==> config.mk <==
export PLATFORM = sky130hd
export DESIGN_NAME = gb_joypad
export DESIGN_NICKNAME = d
export VERILOG_FILES = /design/src/gb_pkg.sv /design/src/gb_joypad.sv
export SDC_FILE = /design/constraint.sdc
export NUM_CORES = 1
export LEC_CHECK = 0
export BUFFER_PORTS_ARGS = -buffer_cell sky130_fd_sc_hd__buf_2
export CORE_MARGIN = 4
export CORE_UTILIZATION = 32
export CTS_BUF_LIST = sky130_fd_sc_hd__clkbuf_4
export DETAILED_ROUTE_END_ITERATION = 16
export PLACE_DENSITY = 0.85
export SLEW_MARGIN = 15
export SYNTH_ARGS = -nofsm -noshare
export SYNTH_HDL_FRONTEND = slang
export SYNTH_SLANG_ARGS = --single-unit
==> constraint.sdc <==
create_clock -name clk_cpu -period 0.9 [get_ports clk_cpu]
set_input_delay 0.135 -clock clk_cpu [delete_from_list [all_inputs] [get_ports clk_cpu]]
set_output_delay 0.135 -clock clk_cpu [all_outputs]
set_load 0.01 [all_outputs]
==> src/gb_pkg.sv <==
/*
 * handheld console system glue package
 * bus types, address map, interrupt vectors and select strobes
 */
package gb_pkg;

	typedef logic [15:0] addr_t;      // cpu address
	typedef logic [7:0]  data_t;      // bus byte
	typedef logic [4:0]  irq_bits_t;  // vblank, lcd, timer, serial, joypad
	typedef logic [14:0] wram_addr_t; // 32k work ram word
	typedef logic [6:0]  zp_addr_t;   // 127 byte zero page
	typedef logic [2:0]  wram_bank_t; // svbk bank number

	typedef struct packed {
		addr_t addr;
		data_t wdata;
		logic  rd;
		logic  wr;
	} cpu_bus_t;

	// one strobe per block, address decode only
	typedef struct packed {
		logic joyp;
		logic if_reg;
		logic ie_reg;
		logic svbk;
		logic boot_off;
		logic wram;
		logic zpram;
		logic cart;
	} bus_sel_t;

	// --------------------
	// io registers
	localparam addr_t ADDR_JOYP     = 16'hFF00;
	localparam addr_t ADDR_IF       = 16'hFF0F;
	localparam addr_t ADDR_BOOT_OFF = 16'hFF50;
	localparam addr_t ADDR_SVBK     = 16'hFF70; // colour mode only
	localparam addr_t ADDR_IE       = 16'hFFFF;

	// --------------------
	// regions
	localparam addr_t CART_ROM_HI = 16'h7FFF; // rom starts at 0000
	localparam addr_t CART_RAM_LO = 16'hA000;
	localparam addr_t CART_RAM_HI = 16'hBFFF;
	localparam addr_t WRAM_LO     = 16'hC000;
	localparam addr_t WRAM_HI     = 16'hFDFF; // e000 up is the echo of c000
	localparam addr_t ZP_LO       = 16'hFF80;
	localparam addr_t ZP_HI       = 16'hFFFE;

	// --------------------
	// interrupts and defaults
	localparam data_t      IRQ_VEC_BASE    = 8'h40;
	localparam data_t      IRQ_VEC_STEP    = 8'd8;
	localparam data_t      IRQ_VEC_NONE    = 8'h55; // nothing pending
	localparam data_t      OPEN_BUS        = 8'hFF;
	localparam wram_bank_t WRAM_BANK_RESET = 3'd1;
	localparam addr_t      BOOT_END_DMG    = 16'h00FF;
	localparam addr_t      BOOT_END_CGB    = 16'h08FF;
	localparam addr_t      CART_HEADER_LO  = 16'h0100; // header window stays on cart
	localparam addr_t      CART_HEADER_HI  = 16'h01FF;

endpackage

==> src/gb_joypad.sv <==
/*
 * joypad matrix and edge interrupt
 * row select latch, active low lines, fall detect after two stage sampler
 */
module gb_joypad import gb_pkg::*; (
	input  logic     clk_cpu,
	input  logic     reset,
	input  cpu_bus_t cpu_bus,
	input  bus_sel_t sel,
	input  data_t    keys,       // active high pressed
	output data_t    joyp_rdata,
	output logic     joy_irq
);

	logic [1:0] row_sel;   // bit 0 directions, bit 1 buttons, low selects
	logic [3:0] lines;     // p10..p13, active low
	logic [3:0] line_d1;
	logic [3:0] line_d2;

	// both rows can pull a line low
	assign lines = ~((keys[3:0] & {4{~row_sel[0]}}) |
		(keys[7:4] & {4{~row_sel[1]}}));

	assign joyp_rdata = {2'b11, row_sel, lines};
	assign joy_irq    = |(line_d2 & ~line_d1); // any line high to low

	always_ff @(posedge clk_cpu) begin
		if (reset) begin
			row_sel <= 2'b11;      // nothing selected
			line_d1 <= 4'hF;
			line_d2 <= 4'hF;
		end else begin
			line_d1 <= lines;
			line_d2 <= line_d1;
			if (sel.joyp && cpu_bus.wr)
				row_sel <= cpu_bus.wdata[5:4];
		end
	end

endmodule

# == Word level (Yosys, flattened, before mapping) ==
# Cells that the tools add are included.
# totals
output_inout_bits,9
ff_bits,10
inputBits,44
wordCells,13
# classes
n_bitwise,8
n_reduce_logical,2
# op_table
operator,n
$and A4 B4 Y4,3
$not A4 Y4,2
$or A4 B4 Y4,1
$reduce_or A4 Y1,1
$not A1 Y1,2
$logic_and A1 B1 Y1,1

# == Logic depth before layout (Yosys ltp) ==
# depth
depth_word,4
mapped_depth,2
depth_no_buf,2

# == Worst setup path before layout ==
# No wires, ideal clock.
# synth_path
path_type,register to output
start,register row_sel[0]
end,output port joyp_rdata[0]
required_ps,765
t_arrival_ps,690
path_buffers,0
stages_incl_launch_ff,3
path_slack_ps,75
cell_sequence,dfxtp_1 > nand2b_1 > and2_1
# synth_via
elab_chain_len,4
# synth_lines
element,line_no,rtl
from (decl),gb_joypad.sv:15,logic [1:0] row_sel;
from (signal assigned),gb_joypad.sv:36,row_sel <= cpu_bus.wdata[5:4];
$not A1 Y1,gb_joypad.sv:21,assign lines = ~((keys[3:0] & {4{~row_sel[0]}}) |
$and A4 B4 Y4,gb_joypad.sv:21,
$or A4 B4 Y4,gb_joypad.sv:21,
$not A4 Y4,gb_joypad.sv:21,
to (decl),gb_joypad.sv:11,"output data_t joyp_rdata,"
# No other way between the ends.

# == Final worst setup path ==
# layout_path
start,register row_sel[1]
end,output port joyp_rdata[2]
# layout_via
elab_chain_len,4
# layout_lines
element,line_no,rtl
$not A1 Y1,gb_joypad.sv:22,(keys[7:4] & {4{~row_sel[1]}}));
$and A4 B4 Y4,gb_joypad.sv:22,
$or A4 B4 Y4,gb_joypad.sv:21,
$not A4 Y4,gb_joypad.sv:21,
# No other way between the ends.

==> qor.yml <==
floorplanning:
  fp.dieH_um: 44.2
  start_util_pct: 35.8
  rows: 12
  core_um2: 1170
  die-area_um2: 1950
  die_w_um: 44.2
  io_pins: 53
critical_path:
  crit_required_ns: 0.76
  worstPathArrival_ns: 1.02
  start_kind: "flop"
  critPathKind: "flop to primary output"
  critPathMaxFanout: 5
  endpoint_kind: "primary output"
synthesis:
  synth-seq-area-share_pct: 47.8
  netlist_area_um2: 419
  ys_warn_count: 0
  synth.avg_cell_area_um2: 9.53
  synth-seq-cells: 10
  synth_cells: 44
  ys_types: 13
placement:
  io_buffers: 20
  gp_congestion: 0.610
  dp.cells: 77
  pre_cts_slack_ns: -0.0360
sta:
  rsz0062_at_grt: "true"
  final_max_slew_viol_count: 0
  hold_viol: 0
  layout_setup_ws_ns: -0.254
  holdWs_ns: 0.164
  setup_tns_ns: -1.43
  final-setup-viol-count: 7
  min_period_ns: 1.15
  fin_skew_ns: 0.00104
  timing.final.crit_share_pct: 128
  fmax_mhz: 867
route:
  wl_per_cell_um: 11.3
  vias: 372
  drc: 0
  wl_um: 924
  dr.pass1.iters: 1
  drtIter0Drc: 0
  ant_nets: 0
  viasPerCell: 4.54
clock_network:
  h-tree-depth: 1
  cts_root_buffer: "clkbuf_4"
  cts_buffer_depth: 2
  path_clk_slew_ns: 0.06
  cts.sinks: 10
  clk_latency_ns: 0.26
  cts_tree: "built"
  cts_hold_buf: 0
  numCtsBuffers: 3
layout:
  syn2layout_area_growth_pct: 69.0
  multi_input_area_um2: 295
  drive_gt1_share_pct: 73.5
  nets: 114
  final_core_utilization_pct: 60.5
  fillers: 96
  layoutNonFillerInstCount: 82
  seq_area_um2: 211
  antennaDiodeCount: 0
grt:
  track_usage_pct: 10.8
  overflow: 0
  grt_pass1_wl_um: 1430
  grt_pass1_vias: 357
  antenna_found_initial: 0
  grt_max_degree: 11
power:
  ir_drop_v: 0.000712
  powerDensity_nw_per_um2: 1390
  leakagePower_nw: 0.392
flow_run:
  maxCapViolations: 0
hold_path:
  hold_class: "input pin to flop"
run_status:
  status: "finished with violations"
  violations: "setup timing"
-- stage by stage --
step,power [mW],cell area (µm²)
CTS,0.971,662
floorplan,0.561,423
detailed placement,0.621,528
global route,1.05,708
finish,0.988,708
global placement,0.617,528
-- synth_stat cells --
master / count / area [µm²]
o2111ai_1: 1 / 8.76
buf_2: 1 / 5.00
or2_2: 4 / 25.0
and3_1: 2 / 12.5
and2_1: 4 / 25.0
a21o_1: 4 / 30.0
conb_1: 1 / 3.75
nand2_1: 1 / 3.75
buf_4: 2 / 15.0
nand2b_1: 11 / 68.8
inv_1: 1 / 3.75
dfxtp_1: 10 / 200
a211o_1: 2 / 17.5
-- registers in the layout (all words and copies together), names as in the netlist --
register,count
line_d2,4
line_d1,4
row_sel,2
-- cell type report --
class / instances / area share, %
well taps: 14 / 2.47
inverters: 1 / 0.530
multi-input cells: 31 / 41.7
flip-flops and latches: 10 / 29.9
clock buffers: 3 / 3.18
repair buffers: 23 / 22.3
-- what timing repair did --
action | 4_1_cts | 5_1_grt
setup endpoints to repair | 7 | 8
setup buffers | 1 | 1
pin swaps | 5 | 2
resized for setup | 19 | 9
-- power breakdown --
| group | total [mW] | internal (mW) | switching [mW] |
|---|---|---|---|
| Sequential | 0.479 | 0.462 | 0.0170 |
| Clock | 0.293 | 0.154 | 0.139 |
| Combinational | 0.215 | 0.138 | 0.0769 |
-- per-layer routing --
| metal | share of wire, % | vias up | track usage [%] | routed length, µm |
|---|---|---|---|---|
| met5 | 0 | - | 0 | 0 |
| met4 | 2.9 | 0 | 9.04 | 27 |
| met3 | 10 | 5 | 6.10 | 96 |
| met2 | 50 | 17 | 15.7 | 462 |
| met1 | 36 | 160 | 11.0 | 337 |
| li1 | - | 190 | - | - |
-- cell families after synthesis --
logic type             share of synthesized area (%)
AOI/OAI and AO/OA                               13.4
other                                          0.895
buffers and inverters                           5.67
and+or+nand+nor                                 32.2
DFF                                             47.8
-- critical path: stages (launching register included) --
cell and delay [ns]:
dfxtp_4 0.36, nand2b_4 0.13, and2_1 0.14, buf_2 0.13
-- worst paths after layout --
path | startpoint | endpoint | slack [ns] | depth (start not counted)
setup / recovery | row_sel[1] | joyp_rdata[2] | -0.25 | 3
hold / removal | keys[7] | line_d1[3] | 0.16 | 3
setup reg to reg | row_sel[1] | row_sel[1] | -0.05 | 3
hold reg to reg | line_d1[0] | line_d2[0] | 0.44 | 1
-- cells in the final DEF, fill, tap and decap left out, drive strengths merged --
master,count
nand2,1
and3,2
buf,23
a211o,2
inv,1
o2111ai,1
a21o,4
or2,4
clkbuf,3
nand2b,11
conb,2
dfxtp,10
and2,4
No activity file was read; power rests on OpenSTA's default activity.
