File: src/gb_pkg.sv
/*
 * handheld console system glue package
 * bus types, address map, interrupt vectors and select strobes
 */
package gb_pkg;

	typedef logic [15:0] addr_t;      // cpu address
	typedef logic [7:0]  data_t;      // bus byte
	typedef logic [4:0]  irq_bits_t;  // vblank, lcd, timer, serial, joypad
	typedef logic [14:0] wram_addr_t; // 32k work ram word
	typedef logic [6:0]  zp_addr_t;   // 127 byte zero page
	typedef logic [2:0]  wram_bank_t; // svbk bank number

	typedef struct packed {
		addr_t addr;
		data_t wdata;
		logic  rd;
		logic  wr;
	} cpu_bus_t;

	// one strobe per block, address decode only
	typedef struct packed {
		logic joyp;
		logic if_reg;
		logic ie_reg;
		logic svbk;
		logic boot_off;
		logic wram;
		logic zpram;
		logic cart;
	} bus_sel_t;

	// --------------------
	// io registers
	localparam addr_t ADDR_JOYP     = 16'hFF00;
	localparam addr_t ADDR_IF       = 16'hFF0F;
	localparam addr_t ADDR_BOOT_OFF = 16'hFF50;
	localparam addr_t ADDR_SVBK     = 16'hFF70; // colour mode only
	localparam addr_t ADDR_IE       = 16'hFFFF;

	// --------------------
	// regions
	localparam addr_t CART_ROM_HI = 16'h7FFF; // rom starts at 0000
	localparam addr_t CART_RAM_LO = 16'hA000;
	localparam addr_t CART_RAM_HI = 16'hBFFF;
	localparam addr_t WRAM_LO     = 16'hC000;
	localparam addr_t WRAM_HI     = 16'hFDFF; // e000 up is the echo of c000
	localparam addr_t ZP_LO       = 16'hFF80;
	localparam addr_t ZP_HI       = 16'hFFFE;

	// --------------------
	// interrupts and defaults
	localparam data_t      IRQ_VEC_BASE    = 8'h40;
	localparam data_t      IRQ_VEC_STEP    = 8'd8;
	localparam data_t      IRQ_VEC_NONE    = 8'h55; // nothing pending
	localparam data_t      OPEN_BUS        = 8'hFF;
	localparam wram_bank_t WRAM_BANK_RESET = 3'd1;
	localparam addr_t      BOOT_END_DMG    = 16'h00FF;
	localparam addr_t      BOOT_END_CGB    = 16'h08FF;
	localparam addr_t      CART_HEADER_LO  = 16'h0100; // header window stays on cart
	localparam addr_t      CART_HEADER_HI  = 16'h01FF;

endpackage

File: src/gb_boot_overlay.sv
/*
 * boot rom overlay on the cartridge bus
 * enable cleared by ff50 write, steers low rom reads to the boot port
 */
module gb_boot_overlay import gb_pkg::*; (
	input  logic        clk_cpu,
	input  logic        reset,
	input  logic        is_gbc,
	input  cpu_bus_t    cpu_bus,
	input  bus_sel_t    sel,
	input  data_t       boot_rdata,
	input  data_t       cart_rdata,
	output logic [11:0] boot_addr,
	output addr_t       cart_addr,
	output logic        cart_rd,
	output logic        cart_wr,
	output data_t       cart_wdata,
	output data_t       rom_rdata
);

	logic  boot_en;
	logic  boot_off_hit;
	logic  in_header;
	logic  boot_hit;
	addr_t boot_end;

	// dmg wants bit 0 set, cgb wants exactly 11
	assign boot_off_hit = is_gbc ? (cpu_bus.wdata == 8'h11) : cpu_bus.wdata[0];

	assign boot_end  = is_gbc ? BOOT_END_CGB : BOOT_END_DMG;
	assign in_header = is_gbc && (cpu_bus.addr >= CART_HEADER_LO) &&
		(cpu_bus.addr <= CART_HEADER_HI);   // cgb boot rom has a hole here
	assign boot_hit  = sel.cart && boot_en && (cpu_bus.addr <= boot_end) && !in_header;

	// cartridge port follows the cpu
	assign cart_addr  = cpu_bus.addr;
	assign cart_wdata = cpu_bus.wdata;
	assign cart_rd    = sel.cart && cpu_bus.rd && !boot_hit;
	assign cart_wr    = sel.cart && cpu_bus.wr;   // mbc writes pass through

	assign boot_addr = cpu_bus.addr[11:0];
	assign rom_rdata = boot_hit ? boot_rdata : cart_rdata;

	always_ff @(posedge clk_cpu) begin
		if (reset)
			boot_en <= 1'b1;       // boot rom mapped from reset
		else if (sel.boot_off && cpu_bus.wr && boot_off_hit)
			boot_en <= 1'b0;       // one way until next reset
	end

endmodule

File: config.mk
export PLATFORM = sky130hd
export DESIGN_NAME = gb_boot_overlay
export DESIGN_NICKNAME = d
export VERILOG_FILES = /design/src/gb_pkg.sv /design/src/gb_boot_overlay.sv
export SDC_FILE = /design/constraint.sdc
export NUM_CORES = 1
export LEC_CHECK = 0
export BUFFER_PORTS_ARGS = -buffer_cell sky130_fd_sc_hd__buf_2
export CORE_MARGIN = 5
export CORE_UTILIZATION = 25
export DETAILED_ROUTE_END_ITERATION = 7
export GPL_ROUTABILITY_DRIVEN = 0
export GPL_TIMING_DRIVEN = 0
export PLACE_DENSITY = 0.79
export SLEW_MARGIN = 20
export SYNTH_ARGS = -nofsm -noshare
export SYNTH_HDL_FRONTEND = slang
export SYNTH_SLANG_ARGS = --single-unit
File: constraint.sdc
create_clock -name clk_cpu -period 1.5 [get_ports clk_cpu]
set_input_delay 0.075 -clock clk_cpu [delete_from_list [all_inputs] [get_ports clk_cpu]]
set_output_delay 0.075 -clock clk_cpu [all_outputs]
set_load 0.02 [all_outputs]
## Yosys cells after proc, flatten, opt, wreduce, memory -nomap -nowiden

Index checks and enable logic that the tools add are counted.

| word-level totals | value |
|---|---|
| register bits | 1 |
| input port bits | 53 |
| output and inout port bits | 46 |
| logic and storage cells | 20 |

| cells by class | value |
|---|---|
| $lt $le $gt $ge | 3 |
| eq/ne operators | 1 |
| multiplexer cells | 3 |
| reduce and logical (&&, ||, !) cells | 12 |

Operator list:

| operator | count |
|---|---|
| >= comparator 16 x 9 -> 1 bit, second input constant | 1 |
| <= comparator 16 x 12 -> 1 bit | 1 |
| <= comparator 16 x 9 -> 1 bit, second input constant | 1 |
| two-way mux 12 bit | 1 |
| logical AND 1 bit | 10 |
| == test 8 x 5 -> 1 bit, second input constant | 1 |
| two-way mux 8 bit | 1 |
| zero test 1 bit | 2 |
| two-way mux 1 bit | 1 |

## Logic depth before layout (Yosys ltp)

| depth | value |
|---|---|
| word-level depth | 7 |
| depth in mapped cells | 6 |
| mapped depth without buffers | 6 |

## Worst setup path before layout

No wires, ideal clock.

| path | value |
|---|---|
| path type | input-to-output |
| start | in is_gbc |
| end | out rom_rdata[0] |
| arrival time | 1,346 ps |
| required time | 1,425 ps |
| slack | 79 ps |
| stages | 6 |
| buffers on the path | 0 |
| path through | inv_1 -> ha_1 -> nand4_1 -> o31ai_1 -> nand4_2 -> mux2_2 |

| on the way | value |
|---|---|
| word-level cells in the longest chain between the ends | 5 |
| elaborated cells on any way between the ends | 8 |
| those cells by class | order compare (1); mux (2); reduce/logical (5) |

RTL lines:

| item | RTL line | RTL |
|---|---|---|
| start: declaration | gb_boot_overlay.sv:8 | `input logic is_gbc,` |
| two-way mux 12 bit / logical AND 1 bit (equally long branches) | gb_boot_overlay.sv:30, gb_boot_overlay.sv:31 |  |
| <= comparator 16 x 12 -> 1 bit / logical AND 1 bit (equally long branches) | gb_boot_overlay.sv:33, gb_boot_overlay.sv:31 |  |
| logical AND 1 bit / zero test 1 bit (equally long branches) | gb_boot_overlay.sv:33 | `assign boot_hit = sel.cart && boot_en && (cpu_bus.addr <= boot_end) && !in_header;` |
| logical AND 1 bit (*) | gb_boot_overlay.sv:33 |  |
| two-way mux 8 bit (*) | gb_boot_overlay.sv:42 | `assign rom_rdata = boot_hit ? boot_rdata : cart_rdata;` |
| end: declaration | gb_boot_overlay.sv:18 | `output data_t rom_rdata` |

Every way passes the cells marked *; elsewhere a longest branch is shown, timed or not.

## Worst setup path in the final report

| path | value |
|---|---|
| start | in cpu_bus[21] (netlist name) |
| end | out rom_rdata[1] |

| on the way | value |
|---|---|
| word-level cells in the longest chain between the ends | 6 |
| elaborated cells on any way between the ends | 9 |
| those cells by class | order compare (3); mux (1); reduce/logical (5) |

RTL lines:

| item | RTL line | RTL |
|---|---|---|
| start: declaration | gb_boot_overlay.sv:9 | `input cpu_bus_t cpu_bus,` |
| >= comparator 16 x 9 -> 1 bit | gb_boot_overlay.sv:31 | `assign in_header = is_gbc && (cpu_bus.addr >= CART_HEADER_LO) &&` |
| logical AND 1 bit (2 in series) | gb_boot_overlay.sv:31 |  |
| zero test 1 bit | gb_boot_overlay.sv:33 |  |
| logical AND 1 bit (*) | gb_boot_overlay.sv:33 |  |
| two-way mux 8 bit (*) | gb_boot_overlay.sv:42 |  |

Marks and branches as above.

==> results.json <==
{
  "status": "finished, violations left",
  "violations": "negative setup slack",
  "synth.most_common_cell": "buf_4",
  "yosys-top-cells-area": "buf_4, mux2_2, dfxtp_1",
  "insertedDiodeCount": 0,
  "fin_ws_ps": -69.54,
  "synth_top_area_share": 0.5243,
  "wire_per_inst_um": 11.64,
  "synth-seq-cells": 1,
  "grt_usage": 0.1296,
  "ios": 99,
  "synth_edf_count": 0,
  "sw_frac_of_total": 0.4368,
  "power_frac_clock": 0,
  "cp-end-kind": "output port",
  "rsz0062_at_grt": "true",
  "hold_viol": 0,
  "ys_types": 19,
  "cts-hold-fix-buffers": 0,
  "maxCapViolCount": 0,
  "ys_warn_count": 0,
  "layout-drive-gt1-share": 0.9241,
  "via_per_inst": 4.103,
  "die_w_um": 55.41,
  "synth_area_sq_um": 515.5,
  "largest_register_ffs": 1,
  "finalPower_uw": 394.3,
  "p_switching_uw": 172.2,
  "grt_pass1_vias": 821,
  "synthCells": 62,
  "drcViolationCount": 0,
  "ant_nets": 0,
  "relSlewSlack": 0.7241,
  "yosysTopAreaCell": "buf_4",
  "syn-mean-instance-area_sq_um": 8.314,
  "period_share": 1.046,
  "period_minus_slack_ps": 1570,
  "nFillCells": 193,
  "overflow": 0,
  "cp.arrival_ps": 1490,
  "reg.largest.list": "boot_en (1)",
  "wl_mm": 2.154,
  "yosysSeqAreaShare": 0.03883,
  "dp.final_hpwl_mm": 1.841,
  "slew_violations": 0,
  "finalSetupViolations": 8,
  "cp_max_fo": 5,
  "dieArea_sq_mm": 0.003070,
  "grt_pass1_wl_mm": 3.491,
  "dr.first_iter.drc_count": 15,
  "clk_pin_slew_worst_paths_ps": 0,
  "num_rows": 16,
  "worstReg2RegStart": "boot_en",
  "clock_skew_ps": 0,
  "synth_fp_nets": 116,
  "netlist_top_cells_count": "buf_4, mux2_2, nand4_1",
  "num_vias": 759,
  "intPower_uw": 222.1,
  "core_sq_mm": 0.001962,
  "powerDensity_mw_per_mm2": 343.3,
  "hold_start": "reset",
  "regMostFlops": "boot_en",
  "fmax_mhz": 637.1,
  "path_cells": "buf_6, ha_4, buf_4, o32ai_1, nand4_2, buf_6, mux2_4, buf_6",
  "ys_async_sr_fraction": 0,
  "dieHeight_um": 55.41,
  "synth_flop_cell": "dfxtp_1",
  "cpMostUsedCell": "buf_6",
  "dp.cells": 181,
  "hp-class": "in -> reg",
  "grt_max_degree": 6,
  "critical_path_class": "in -> out",
  "initial_core_util": 0.2628,
  "ir_worst_vdd_v": 0.0002600,
  "combPwrFrac": 0.928,
  "critPathLaunch": "cpu_bus[21]",
  "finalNetCount": 214,
  "tightest_slew_ps": 408.3,
  "worstSetupStartpointType": "primary input",
  "clk_latency_ps": 0,
  "required_ps": 1420,
  "p_leak_nw": 0.6808,
  "antenna_found_initial": 0,
  "stdcell_count": 185,
  "seqPwrFrac": 0.072,
  "crit_slowest_cell": "mux2_4",
  "area_delta_synth_final_pct": 122.8,
  "io_buffers": 92,
  "first_pass_iters": 2,
  "critPathMaxStageDelay_ps": 300
}
==> critical path: cells and delay by family <==
family                     cells  cell delay [ps]
AOI/OAI and AO/OA              1              170
adders and majority gates      1              230
buffers and inverters          4              530
muxes                          1              300
and+or+nand+nor                1              180
==> kinds of logic (layout without fill, tap and decap cells) <==
family                     count (synthesis)  after routing  share of synthesized area
buffers and inverters                     37            133                     0.5315
and+or+nand+nor                           11             11                     0.1529
muxes                                      8              8                     0.1748
AOI/OAI and AO/OA                          4              4                    0.07769
adders and majority gates                  1              1                    0.02427
DFF                                        1              1                    0.03884
==> cell usage in the layout (no fill, tap or decap), drive strengths merged <==
cell | synthesis | layout
buf | 36 | 132
mux2 | 8 | 8
nand4 | 3 | 3
inv | 1 | 1
nand2 | 1 | 1
nand3 | 1 | 1
o31ai | 1 | 1
nor2 | 1 | 1
nor4bb | 1 | 1
nor4b | 1 | 1
o32ai | 1 | 1
and3 | 1 | 1
and2 | 1 | 1
or4b | 1 | 1
o41ai | 1 | 1
a21o | 1 | 1
ha | 1 | 1
dfxtp | 1 | 1
==> worst paths after layout <==
check                  to  slack, ps  cells past startpoint
max          rom_rdata[1]        -70                      8
min               boot_en        250                      2
max reg2reg       boot_en        960                      1
min reg2reg       boot_en        430                      1
==> stage by stage <==
step	setup slack (ps)	instance area, sq um	hold WS [ps]	TNS [ps]	utilization
6_report	-69.54	1149	251.2	-372.4	0.5855
2_1_floorplan	79.26	515.5	161.0	0	-
3_5_place_dp	-333.7	1010	256.2	-2871	0.5147
5_1_grt	-161.7	1149	273.6	-1148	0.5855
4_1_cts	-112.5	1137	256.2	-688.1	0.5797
3_3_place_gp	-328.8	1010	249.7	-2857	0.5147
==> power groups by stage <==
stage               clock (mW)  combinational, mW  sequential (mW)
floorplan                    0              0.191           0.0284
global placement             0              0.322           0.0285
detailed placement           0              0.327           0.0286
CTS                          0              0.364           0.0286
global route                 0              0.392           0.0287
finish                       0              0.366           0.0286
==> layer usage <==
metal / GRT usage / part of all wire / vias up
met5: 0 / 0 / -
met4: 0.01736 / 0.013 / 0
met3: 0.03963 / 0.12 / 4
met2: 0.2584 / 0.55 / 52
met1: 0.1322 / 0.32 / 326
li1: - / - / 377
==> repair_timing <==
| item | 4_1_cts | 5_1_grt |
|---|---|---|
| endpoints found under the setup margin | 9 | 9 |
| resized for setup | 29 | 3 |
| pin swaps | 4 | 2 |
| buffers inserted | 3 | 0 |
| cloned | 1 | 0 |
==> area by class of cell <==
| type | instances | area, sq um | area share |
|---|---|---|---|
| inverters | 1 | 6.256 | 0.005447 |
| multi-input cells | 24 | 247.7 | 0.2157 |
| repair buffers | 96 | 570.5 | 0.4967 |
| well taps | 27 | 33.78 | 0.02941 |
| flip-flops and latches | 1 | 20.02 | 0.01743 |
| plain buffers | 36 | 270.3 | 0.2353 |
No activity file was read; power rests on OpenSTA's default activity.
