$ cat src/gb_pkg.sv
/*
 * handheld console system glue package
 * bus types, address map, interrupt vectors and select strobes
 */
package gb_pkg;

	typedef logic [15:0] addr_t;      // cpu address
	typedef logic [7:0]  data_t;      // bus byte
	typedef logic [4:0]  irq_bits_t;  // vblank, lcd, timer, serial, joypad
	typedef logic [14:0] wram_addr_t; // 32k work ram word
	typedef logic [6:0]  zp_addr_t;   // 127 byte zero page
	typedef logic [2:0]  wram_bank_t; // svbk bank number

	typedef struct packed {
		addr_t addr;
		data_t wdata;
		logic  rd;
		logic  wr;
	} cpu_bus_t;

	// one strobe per block, address decode only
	typedef struct packed {
		logic joyp;
		logic if_reg;
		logic ie_reg;
		logic svbk;
		logic boot_off;
		logic wram;
		logic zpram;
		logic cart;
	} bus_sel_t;

	// --------------------
	// io registers
	localparam addr_t ADDR_JOYP     = 16'hFF00;
	localparam addr_t ADDR_IF       = 16'hFF0F;
	localparam addr_t ADDR_BOOT_OFF = 16'hFF50;
	localparam addr_t ADDR_SVBK     = 16'hFF70; // colour mode only
	localparam addr_t ADDR_IE       = 16'hFFFF;

	// --------------------
	// regions
	localparam addr_t CART_ROM_HI = 16'h7FFF; // rom starts at 0000
	localparam addr_t CART_RAM_LO = 16'hA000;
	localparam addr_t CART_RAM_HI = 16'hBFFF;
	localparam addr_t WRAM_LO     = 16'hC000;
	localparam addr_t WRAM_HI     = 16'hFDFF; // e000 up is the echo of c000
	localparam addr_t ZP_LO       = 16'hFF80;
	localparam addr_t ZP_HI       = 16'hFFFE;

	// --------------------
	// interrupts and defaults
	localparam data_t      IRQ_VEC_BASE    = 8'h40;
	localparam data_t      IRQ_VEC_STEP    = 8'd8;
	localparam data_t      IRQ_VEC_NONE    = 8'h55; // nothing pending
	localparam data_t      OPEN_BUS        = 8'hFF;
	localparam wram_bank_t WRAM_BANK_RESET = 3'd1;
	localparam addr_t      BOOT_END_DMG    = 16'h00FF;
	localparam addr_t      BOOT_END_CGB    = 16'h08FF;
	localparam addr_t      CART_HEADER_LO  = 16'h0100; // header window stays on cart
	localparam addr_t      CART_HEADER_HI  = 16'h01FF;

endpackage

$ cat src/gb_bus_map.sv
/*
 * cpu address decode and read data mux
 * one strobe per region, vector wins during irq acknowledge
 */
module gb_bus_map import gb_pkg::*; (
	input  cpu_bus_t   cpu_bus,
	input  logic       irq_ack,
	input  logic       is_gbc,
	input  data_t      irq_vec,
	input  irq_bits_t  if_rdata,
	input  irq_bits_t  ie_rdata,
	input  data_t      joyp_rdata,
	input  wram_bank_t svbk_rdata,
	input  data_t      ram_rdata,
	input  data_t      rom_rdata,
	output bus_sel_t   sel,
	output data_t      cpu_rdata
);

	addr_t addr;

	assign addr = cpu_bus.addr;

	// --------------------
	// address decode
	always_comb begin
		sel          = '0;
		sel.joyp     = (addr == ADDR_JOYP);
		sel.if_reg   = (addr == ADDR_IF);
		sel.ie_reg   = (addr == ADDR_IE);
		sel.svbk     = (addr == ADDR_SVBK); // decoded in both modes
		sel.boot_off = (addr == ADDR_BOOT_OFF);
		sel.wram     = (addr >= WRAM_LO) && (addr <= WRAM_HI); // incl echo
		sel.zpram    = (addr >= ZP_LO) && (addr <= ZP_HI);
		sel.cart     = (addr <= CART_ROM_HI) ||
			((addr >= CART_RAM_LO) && (addr <= CART_RAM_HI));
	end

	// --------------------
	// read mux
	always_comb begin
		if (irq_ack)
			cpu_rdata = irq_vec;                 // ack cycle reads the vector
		else if (sel.if_reg)
			cpu_rdata = {3'b111, if_rdata};      // unused bits read high
		else if (sel.ie_reg)
			cpu_rdata = {3'b000, ie_rdata};
		else if (sel.svbk && is_gbc)
			cpu_rdata = {5'b11111, svbk_rdata};
		else if (sel.joyp)
			cpu_rdata = joyp_rdata;
		else if (sel.wram || sel.zpram)
			cpu_rdata = ram_rdata;               // registered in gb_wram
		else if (sel.cart)
			cpu_rdata = rom_rdata;               // boot rom or cartridge
		else
			cpu_rdata = OPEN_BUS;
	end

endmodule

$ cat config.mk
export PLATFORM = sky130hd
export DESIGN_NAME = gb_bus_map
export DESIGN_NICKNAME = d
export VERILOG_FILES = /design/src/gb_pkg.sv /design/src/gb_bus_map.sv
export SDC_FILE = /design/constraint.sdc
export NUM_CORES = 1
export LEC_CHECK = 0
export BUFFER_PORTS_ARGS = -buffer_cell sky130_fd_sc_hd__clkbuf_2
export CORE_MARGIN = 5
export CORE_UTILIZATION = 32
export DETAILED_ROUTE_END_ITERATION = 8
export PLACE_DENSITY = 0.82
export SLEW_MARGIN = 0
export SYNTH_ARGS = -nofsm -noshare
export SYNTH_HDL_FRONTEND = slang
export SYNTH_SLANG_ARGS = --single-unit
export TNS_END_PERCENT = 20
$ cat constraint.sdc
create_clock -name vclk -period 3.4
set_input_delay 0.85 -clock vclk [all_inputs]
set_output_delay 0.85 -clock vclk [all_outputs]
set_load 0.03 [all_outputs]
; ---- Word level (Yosys, flattened, before mapping)
; Cells that the tools add are included.
[totals]
register_bits = 0
input_bits = 73
wordCells = 25
[op_classes]
n_lt_le_gt_ge = 7
eq_ne = 5
n_mux = 7
reduce_logical = 6
[op_table]
columns = op, count
row1 = $eq A16 B16 Y1 const B, 5
row2 = $mux W8, 7
row3 = $ge A16 B16 Y1 const B, 3
row4 = $le A16 B16 Y1 const B, 3
row5 = $le A16 B15 Y1 const B, 1
row6 = $logic_and A1 B1 Y1, 4
row7 = $logic_or A1 B1 Y1, 2

; ---- Depth between registers and ports, before layout
; Gate-level depths: netlist of the first run.
[logic_depth]
depth_word = 10
ltp_mapped = 6
ltp_nobuf = 6

; ---- Worst setup path before layout of the first run
; No wires, ideal clock.
[synth_path]
kind = input to output
from = in cpu_bus[12] (netlist name)
to = out cpu_rdata[1]
t_arrival_ps = 2388
path_slack_ps = 162
path_stages = 6
path_cell_list = or4_4 -> nor4_4 -> and3_1 -> nand4_1 -> o311a_1 -> o21ai_1
[synth_via]
elab_chain_cells = 10
word_cells_on_any_way = 24
[synth_rtl]
columns = element, line_no
row1 = "start, declared", gb_bus_map.sv:6  ; input cpu_bus_t cpu_bus,
row2 = $ge A16 B16 Y1 / $le A16 B16 Y1 (equally long branches), gb_bus_map.sv:36  ; ((addr >= CART_RAM_LO) && (addr <= CART_RAM_HI));
row3 = $logic_and A1 B1 Y1, gb_bus_map.sv:36
row4 = $logic_or A1 B1 Y1, gb_bus_map.sv:35  ; sel.cart = (addr <= CART_ROM_HI) ||
row5 = $mux W8, gb_bus_map.sv:54  ; else if (sel.cart)
row6 = $mux W8, gb_bus_map.sv:52  ; else if (sel.wram || sel.zpram)
row7 = $mux W8, gb_bus_map.sv:50  ; else if (sel.joyp)
row8 = $mux W8, gb_bus_map.sv:48  ; else if (sel.svbk && is_gbc)
row9 = $mux W8, gb_bus_map.sv:46  ; else if (sel.ie_reg)
row10 = $mux W8 (*), gb_bus_map.sv:44  ; else if (sel.if_reg)
row11 = $mux W8 (*), gb_bus_map.sv:42  ; if (irq_ack)
row12 = "end, declared", gb_bus_map.sv:17  ; output data_t cpu_rdata
; Mark *: on every way between the ends. The rest lies on a longest branch, timed or not.

; ---- Worst setup path after layout of the first run
[layout_path]
from = in cpu_bus[12] (netlist name)
to = out cpu_rdata[4]
; The elaborated chain is that of the path after synthesis.

==> results of run 1 <==
[critical path: stages]
cell and delay (ns):
clkbuf_2 0.09, or4_4 0.57, nor2_4 0.15, nand3b_4 0.15, o22ai_1 0.15, nor3_1 0.06, a211o_1 0.27, clkbuf_2 0.18
[cell families (layout without fill, tap and decap cells)]
kind of cell	count (synthesis)	in the layout	share of synthesized area (%)
and+or+nand+nor	60	60	63.14
AOI/OAI and AO/OA	29	29	32.07
buffers and inverters	8	87	4.781
[report_power, final]
group / internal, mW / switching [mW] / total [mW]
clock network: 0 / 0 / 0
logic: 0.0534 / 0.0632 / 0.117
registers: 0 / 0 / 0
[final cells by class]
cell class	count	area (um^2)	share of cell area (%)
Tap cell	27	33.78	3.100
Inverter	5	18.77	1.722
Timing Repair Buffer	82	422.9	38.81
Multi-Input combinational cell	89	614.3	56.37
[per-stage QoR]
stage               hold slack [ns]  cell area [um^2]  std cells  total power [mW]  setup slack, ns
finish                        2.034              1090        203            0.1166          0.07354
global route                  2.049              1090        203            0.1271         -0.02296
CTS                           2.037              1069        203            0.1149         0.004391
detailed placement            2.036              1069        203            0.1144         0.005083
global placement              2.025              1069        203            0.1116          0.03408
floorplan                     1.822             628.1         97           0.05945           0.1624
[cells in the mapped netlist, types with 3 or more instances]
cell	n	area, um^2
a21o_1	3	22.52
clkbuf_1	3	11.26
inv_1	5	18.77
nand2_1	8	30.03
nand2b_1	4	25.02
nand3_1	6	30.03
nand4_1	4	25.02
nor2_1	8	30.03
nor3_1	5	25.02
nor3b_1	3	22.52
nor4_1	4	25.02
o21ai_0	5	25.02
o22ai_1	7	43.79
[metal layers]
metal / vias to the layer above / part of all wire, % / track usage (%)
met1: 474 / 38 / 19.07
met3: 2 / 8.9 / 2.180
met5: - / 0 / 0
met2: 51 / 53 / 33.86
met4: 0 / 0.30 / 2.075
li1: 541 / - / -
[placed cells by master, fill, tap and decap left out, types with 2 or more instances in the layout]
master and instances:
a211o_1 2, a21o_1 3, a21oi_1 2, a31oi_1 2
and2_1 2, buf_4 5, clkbuf_2 77, inv_1 5
nand2_1 8, nand2b_1 4, nand3_1 6, nand3b_1 2
nand4_1 4, nor2_1 8, nor2_4 2, nor3_1 5
nor3_2 2, nor3b_1 3, nor4_1 4, o21ai_0 5
o21ai_1 2, o22a_1 2, o22ai_1 7, o311a_1 2
or3_1 2
[final timing paths]
kind	from	endpoint	slack [ns]	depth (start not counted)
setup / recovery	cpu_bus[12]	cpu_rdata[4]	0.07	8
hold / removal	cpu_bus[15]	sel[3]	2.03	3
==> flow_metrics.py, run 1 <==
metrics = {
    "sta": {
        "min_period_over_period_pct": 97.84,
        "maxSlewHeadroom_pct": 76.03,
        "tightest_slew_ns": 0.3596,
        "min_period_ns": 3.326,
        "rsz0062_at_grt": "true",
        "hold_violations": 0,
        "finalSetupTns_ns": 0,
        "finalSetupViolCount": 0,
        "slew_violations": 0,
        "max_freq_mhz": 300.6,
    },
    "route": {
        "wire_per_inst_um": 13.23,
        "wl_um": 2685,
        "ant_nets": 0,
        "post-route-drc-count": 0,
        "dr.first_iter.drc_count": 17,
        "drt-pass1-iter-count": 4,
        "routed_via_density": 5.261,
        "vias": 1068,
    },
    "placement": {
        "dp_hpwl_um": 2362,
        "io_buffers": 79,
        "gp_congestion": 0.7629,
    },
    "grt": {
        "antenna_found_initial": 0,
        "grt-ovfl-total": 0,
        "grt.total_usage_pct": 16.95,
        "grt_pass1_vias": 950,
        "grt_pass1_wl_um": 3898,
        "grt_max_degree": 20,
    },
    "setup_path": {
        "crit_path_max_fanout": 8,
        "cp_data_required_time_ns": 2.55,
        "critical_path_arrival_ns": 2.48,
        "worst_setup_path_start_kind": "primary input",
        "critPathKind": "in -> out",
        "crit_path_end_kind": "primary output",
    },
    "final_layout": {
        "regArea_um2": 0,
        "nFlopsAndLatches": 0,
        "fillers": 203,
        "fin_util_pct": 56.71,
        "antenna_cells": 0,
        "drive_gt1_share_pct": 52.27,
        "nets": 251,
        "area_growth_pct": 73.51,
        "num-clock-buffers": 0,
    },
    "yosys": {
        "yosysSeqAreaShare_pct": 0,
        "syn-num-nets": 170,
        "synth_cells": 97,
        "syn_avg_cell_area_um2": 6.475,
        "synth_area_um2": 628.1,
        "ys_types": 33,
        "yosysWarnings": 0,
    },
    "power_and_ir_drop": {
        "powerDensity_nw_per_um2": 107.0,
        "p_leak_nw": 0.5809,
        "peakVddDrop_mv": 0.06676,
    },
    "cts": {
        "ctsResizeCount": 0,
        "cts_setup_buffers": 0,
        "cts.hold.buffers_added": 0,
    },
    "floorplan": {
        "initial_utilization_pct": 32.68,
        "ios": 89,
        "rows": 16,
        "dieWidth_um": 54.31,
        "die-area_um2": 2949,
        "core_area_um2": 1922,
        "die_h_um": 54.31,
    },
    "flow_run": {
        "cap_viol_max_count": 0,
    },
    "min_path": {
        "hold_path_class": "in -> out",
    },
    "outcome": {
        "status": "finished clean",
    },
}
(Power assumes the default switching activity.)
==> run 2: changes to the inputs <==
--- a/config.mk
+++ b/config.mk
@@ -6,8 +6,10 @@
 export NUM_CORES = 1
 export LEC_CHECK = 0
 export BUFFER_PORTS_ARGS = -buffer_cell sky130_fd_sc_hd__clkbuf_2
+export CELL_PAD_IN_SITES_DETAIL_PLACEMENT = 1
+export CELL_PAD_IN_SITES_GLOBAL_PLACEMENT = 2
 export CORE_MARGIN = 5
-export CORE_UTILIZATION = 32
+export CORE_UTILIZATION = 13
 export DETAILED_ROUTE_END_ITERATION = 8
 export PLACE_DENSITY = 0.82
 export SLEW_MARGIN = 0
==> run 2 against run 1 <==
Compared with the run above:
- global-route usage shrank 7.4 points
- critical path type unchanged
- cell area grew 5.9%
- wire length grew 23%
- first-iteration DRC count grew 24%
==> flow_metrics.py, run 2 (synthesis results as in run 1) <==
metrics = {
    "final_layout": {
        "final_common_cell": "clkbuf_2",
        "nFlopsAndLatches": 0,
        "antenna_cells": 0,
        "layout_common_cells": "77 x clkbuf_2, 8 x nand2_1, 8 x nor2_1",
        "regArea_um2": 0,
        "area_growth_pct": 83.67,
        "drive_gt1_share_pct": 52.78,
        "stdcell_area_um2": 1154,
        "num-clock-buffers": 0,
        "nets": 255,
    },
    "floorplan": {
        "core_area_um2": 4692,
        "die_h_um": 79.51,
        "initial_utilization_pct": 13.39,
        "die-area_um2": 6322,
        "ios": 89,
        "rows": 25,
        "dieWidth_um": 79.51,
    },
    "sta": {
        "max_freq_mhz": 300.0,
        "slew_violations": 0,
        "hold_ws_ns": 2.033,
        "hold_violations": 0,
        "finalSetupViolCount": 0,
        "min_period_ns": 3.333,
        "tightest_slew_ns": 0.3620,
        "maxSlewHeadroom_pct": 75.86,
        "min_period_over_period_pct": 98.02,
    },
    "setup_path": {
        "crit_path_end_kind": "primary output",
        "worst_setup_path_start_kind": "primary input",
        "cp_data_required_time_ns": 2.55,
        "critical_path_arrival_ns": 2.48,
        "critPathKind": "in -> out",
        "crit_path_max_fanout": 6,
    },
    "placement": {
        "io_buffers": 79,
        "dpl_cell_area_um2": 1117,
        "gp_congestion": 0.7376,
        "dp_hpwl_um": 2952,
    },
    "grt": {
        "antenna_found_initial": 0,
        "grt_max_degree": 14,
        "grt-ovfl-total": 0,
        "grt_pass1_vias": 1073,
        "grt_pass1_wl_um": 5009,
        "grt.total_usage_pct": 9.517,
    },
    "flow_run": {
        "cap_viol_max_count": 0,
    },
    "outcome": {
        "status": "finished clean",
    },
    "min_path": {
        "hold_path_class": "in -> out",
    },
    "route": {
        "ant_nets": 0,
        "wire_per_inst_um": 14.09,
        "post-route-drc-count": 0,
        "routed_via_density": 4.667,
        "vias": 1092,
        "wl_um": 3296,
        "dr.first_iter.drc_count": 21,
        "drt-pass1-iter-count": 4,
    },
    "power_and_ir_drop": {
        "peakVddDrop_mv": 0.02148,
        "powerDensity_nw_per_um2": 102.2,
        "p_leak_nw": 0.6138,
    },
    "cts": {
        "cts.hold.buffers_added": 0,
    },
}
==> run 2: changes by cell type in the layout (fill, tap and decap cells not counted) <==
cell	delta
a2bb2oi_2	+1
a2bb2oi_4	-1
and3_1	+1
and3_4	-1
buf_12	+1
buf_2	+1
buf_4	+1
clkbuf_4	+1
nor3_2	-1
nor3_4	+1
==> run 2: per-layer routing <==
| layer | global-route usage [%] | up-vias | routed length, um |
|---|---|---|---|
| li1 | - | 548 | - |
| met3 | 2.257 | 0 | 343 |
| met4 | 0 | 0 | 0 |
| met1 | 11.88 | 496 | 1367 |
| met2 | 17.45 | 48 | 1586 |
| met5 | 0 | - | 0 |
==> run 2: path summary, 6_finish.rpt <==
check        start           end  slack [ns]  cells past startpoint
max    cpu_bus[12]  cpu_rdata[0]        0.07                      9
min    cpu_bus[15]        sel[3]        2.03                      3
==> run 2: report_power, final <==
group / internal [mW] / switching, mW
clock network: 0 / 0
registers: 0 / 0
logic: 0.0534 / 0.0645
==> run 2: area by class of cell <==
type | count | area [um^2]
timing repair buffer | 86 | 462.9
fill | 617 | 3538
tap | 54 | 67.56
inverter | 5 | 18.77
multi-input combinational | 89 | 604.3
==> run 2: what timing repair did <==
| item | in CTS | in global routing |
|---|---|---|
| setup endpoints to repair | 2 | 3 |
| setup buffers | 0 | 2 |
| pin swaps | 1 | 0 |
| resized for setup | 1 | 2 |
==> run 2: through the flow <==
stage / total power, mW / util, % / TNS (ns) / std cells / worst slack [ns]
6_report: 0.1179 / 24.59 / 0 / 234 / 0.06717
5_1_grt: 0.1290 / 24.59 / -0.002260 / 234 / -0.001968
4_1_cts: 0.1198 / 23.87 / 0 / 232 / 0.03615
3_5_place_dp: 0.1187 / 23.81 / -0.05784 / 232 / -0.04839
3_3_place_gp: 0.1171 / 23.81 / -0.01695 / 232 / -0.01695
2_1_floorplan: 0.05945 / - / 0 / 97 / 0.1624
==> run 2: critical path: stages <==
cell and delay, ns:
clkbuf_2 0.09, or4_4 0.57, nor2_4 0.16, nand3b_4 0.15, buf_4 0.17, o22a_1 0.16
o21ai_0 0.07, o21ai_1 0.09, clkbuf_2 0.18
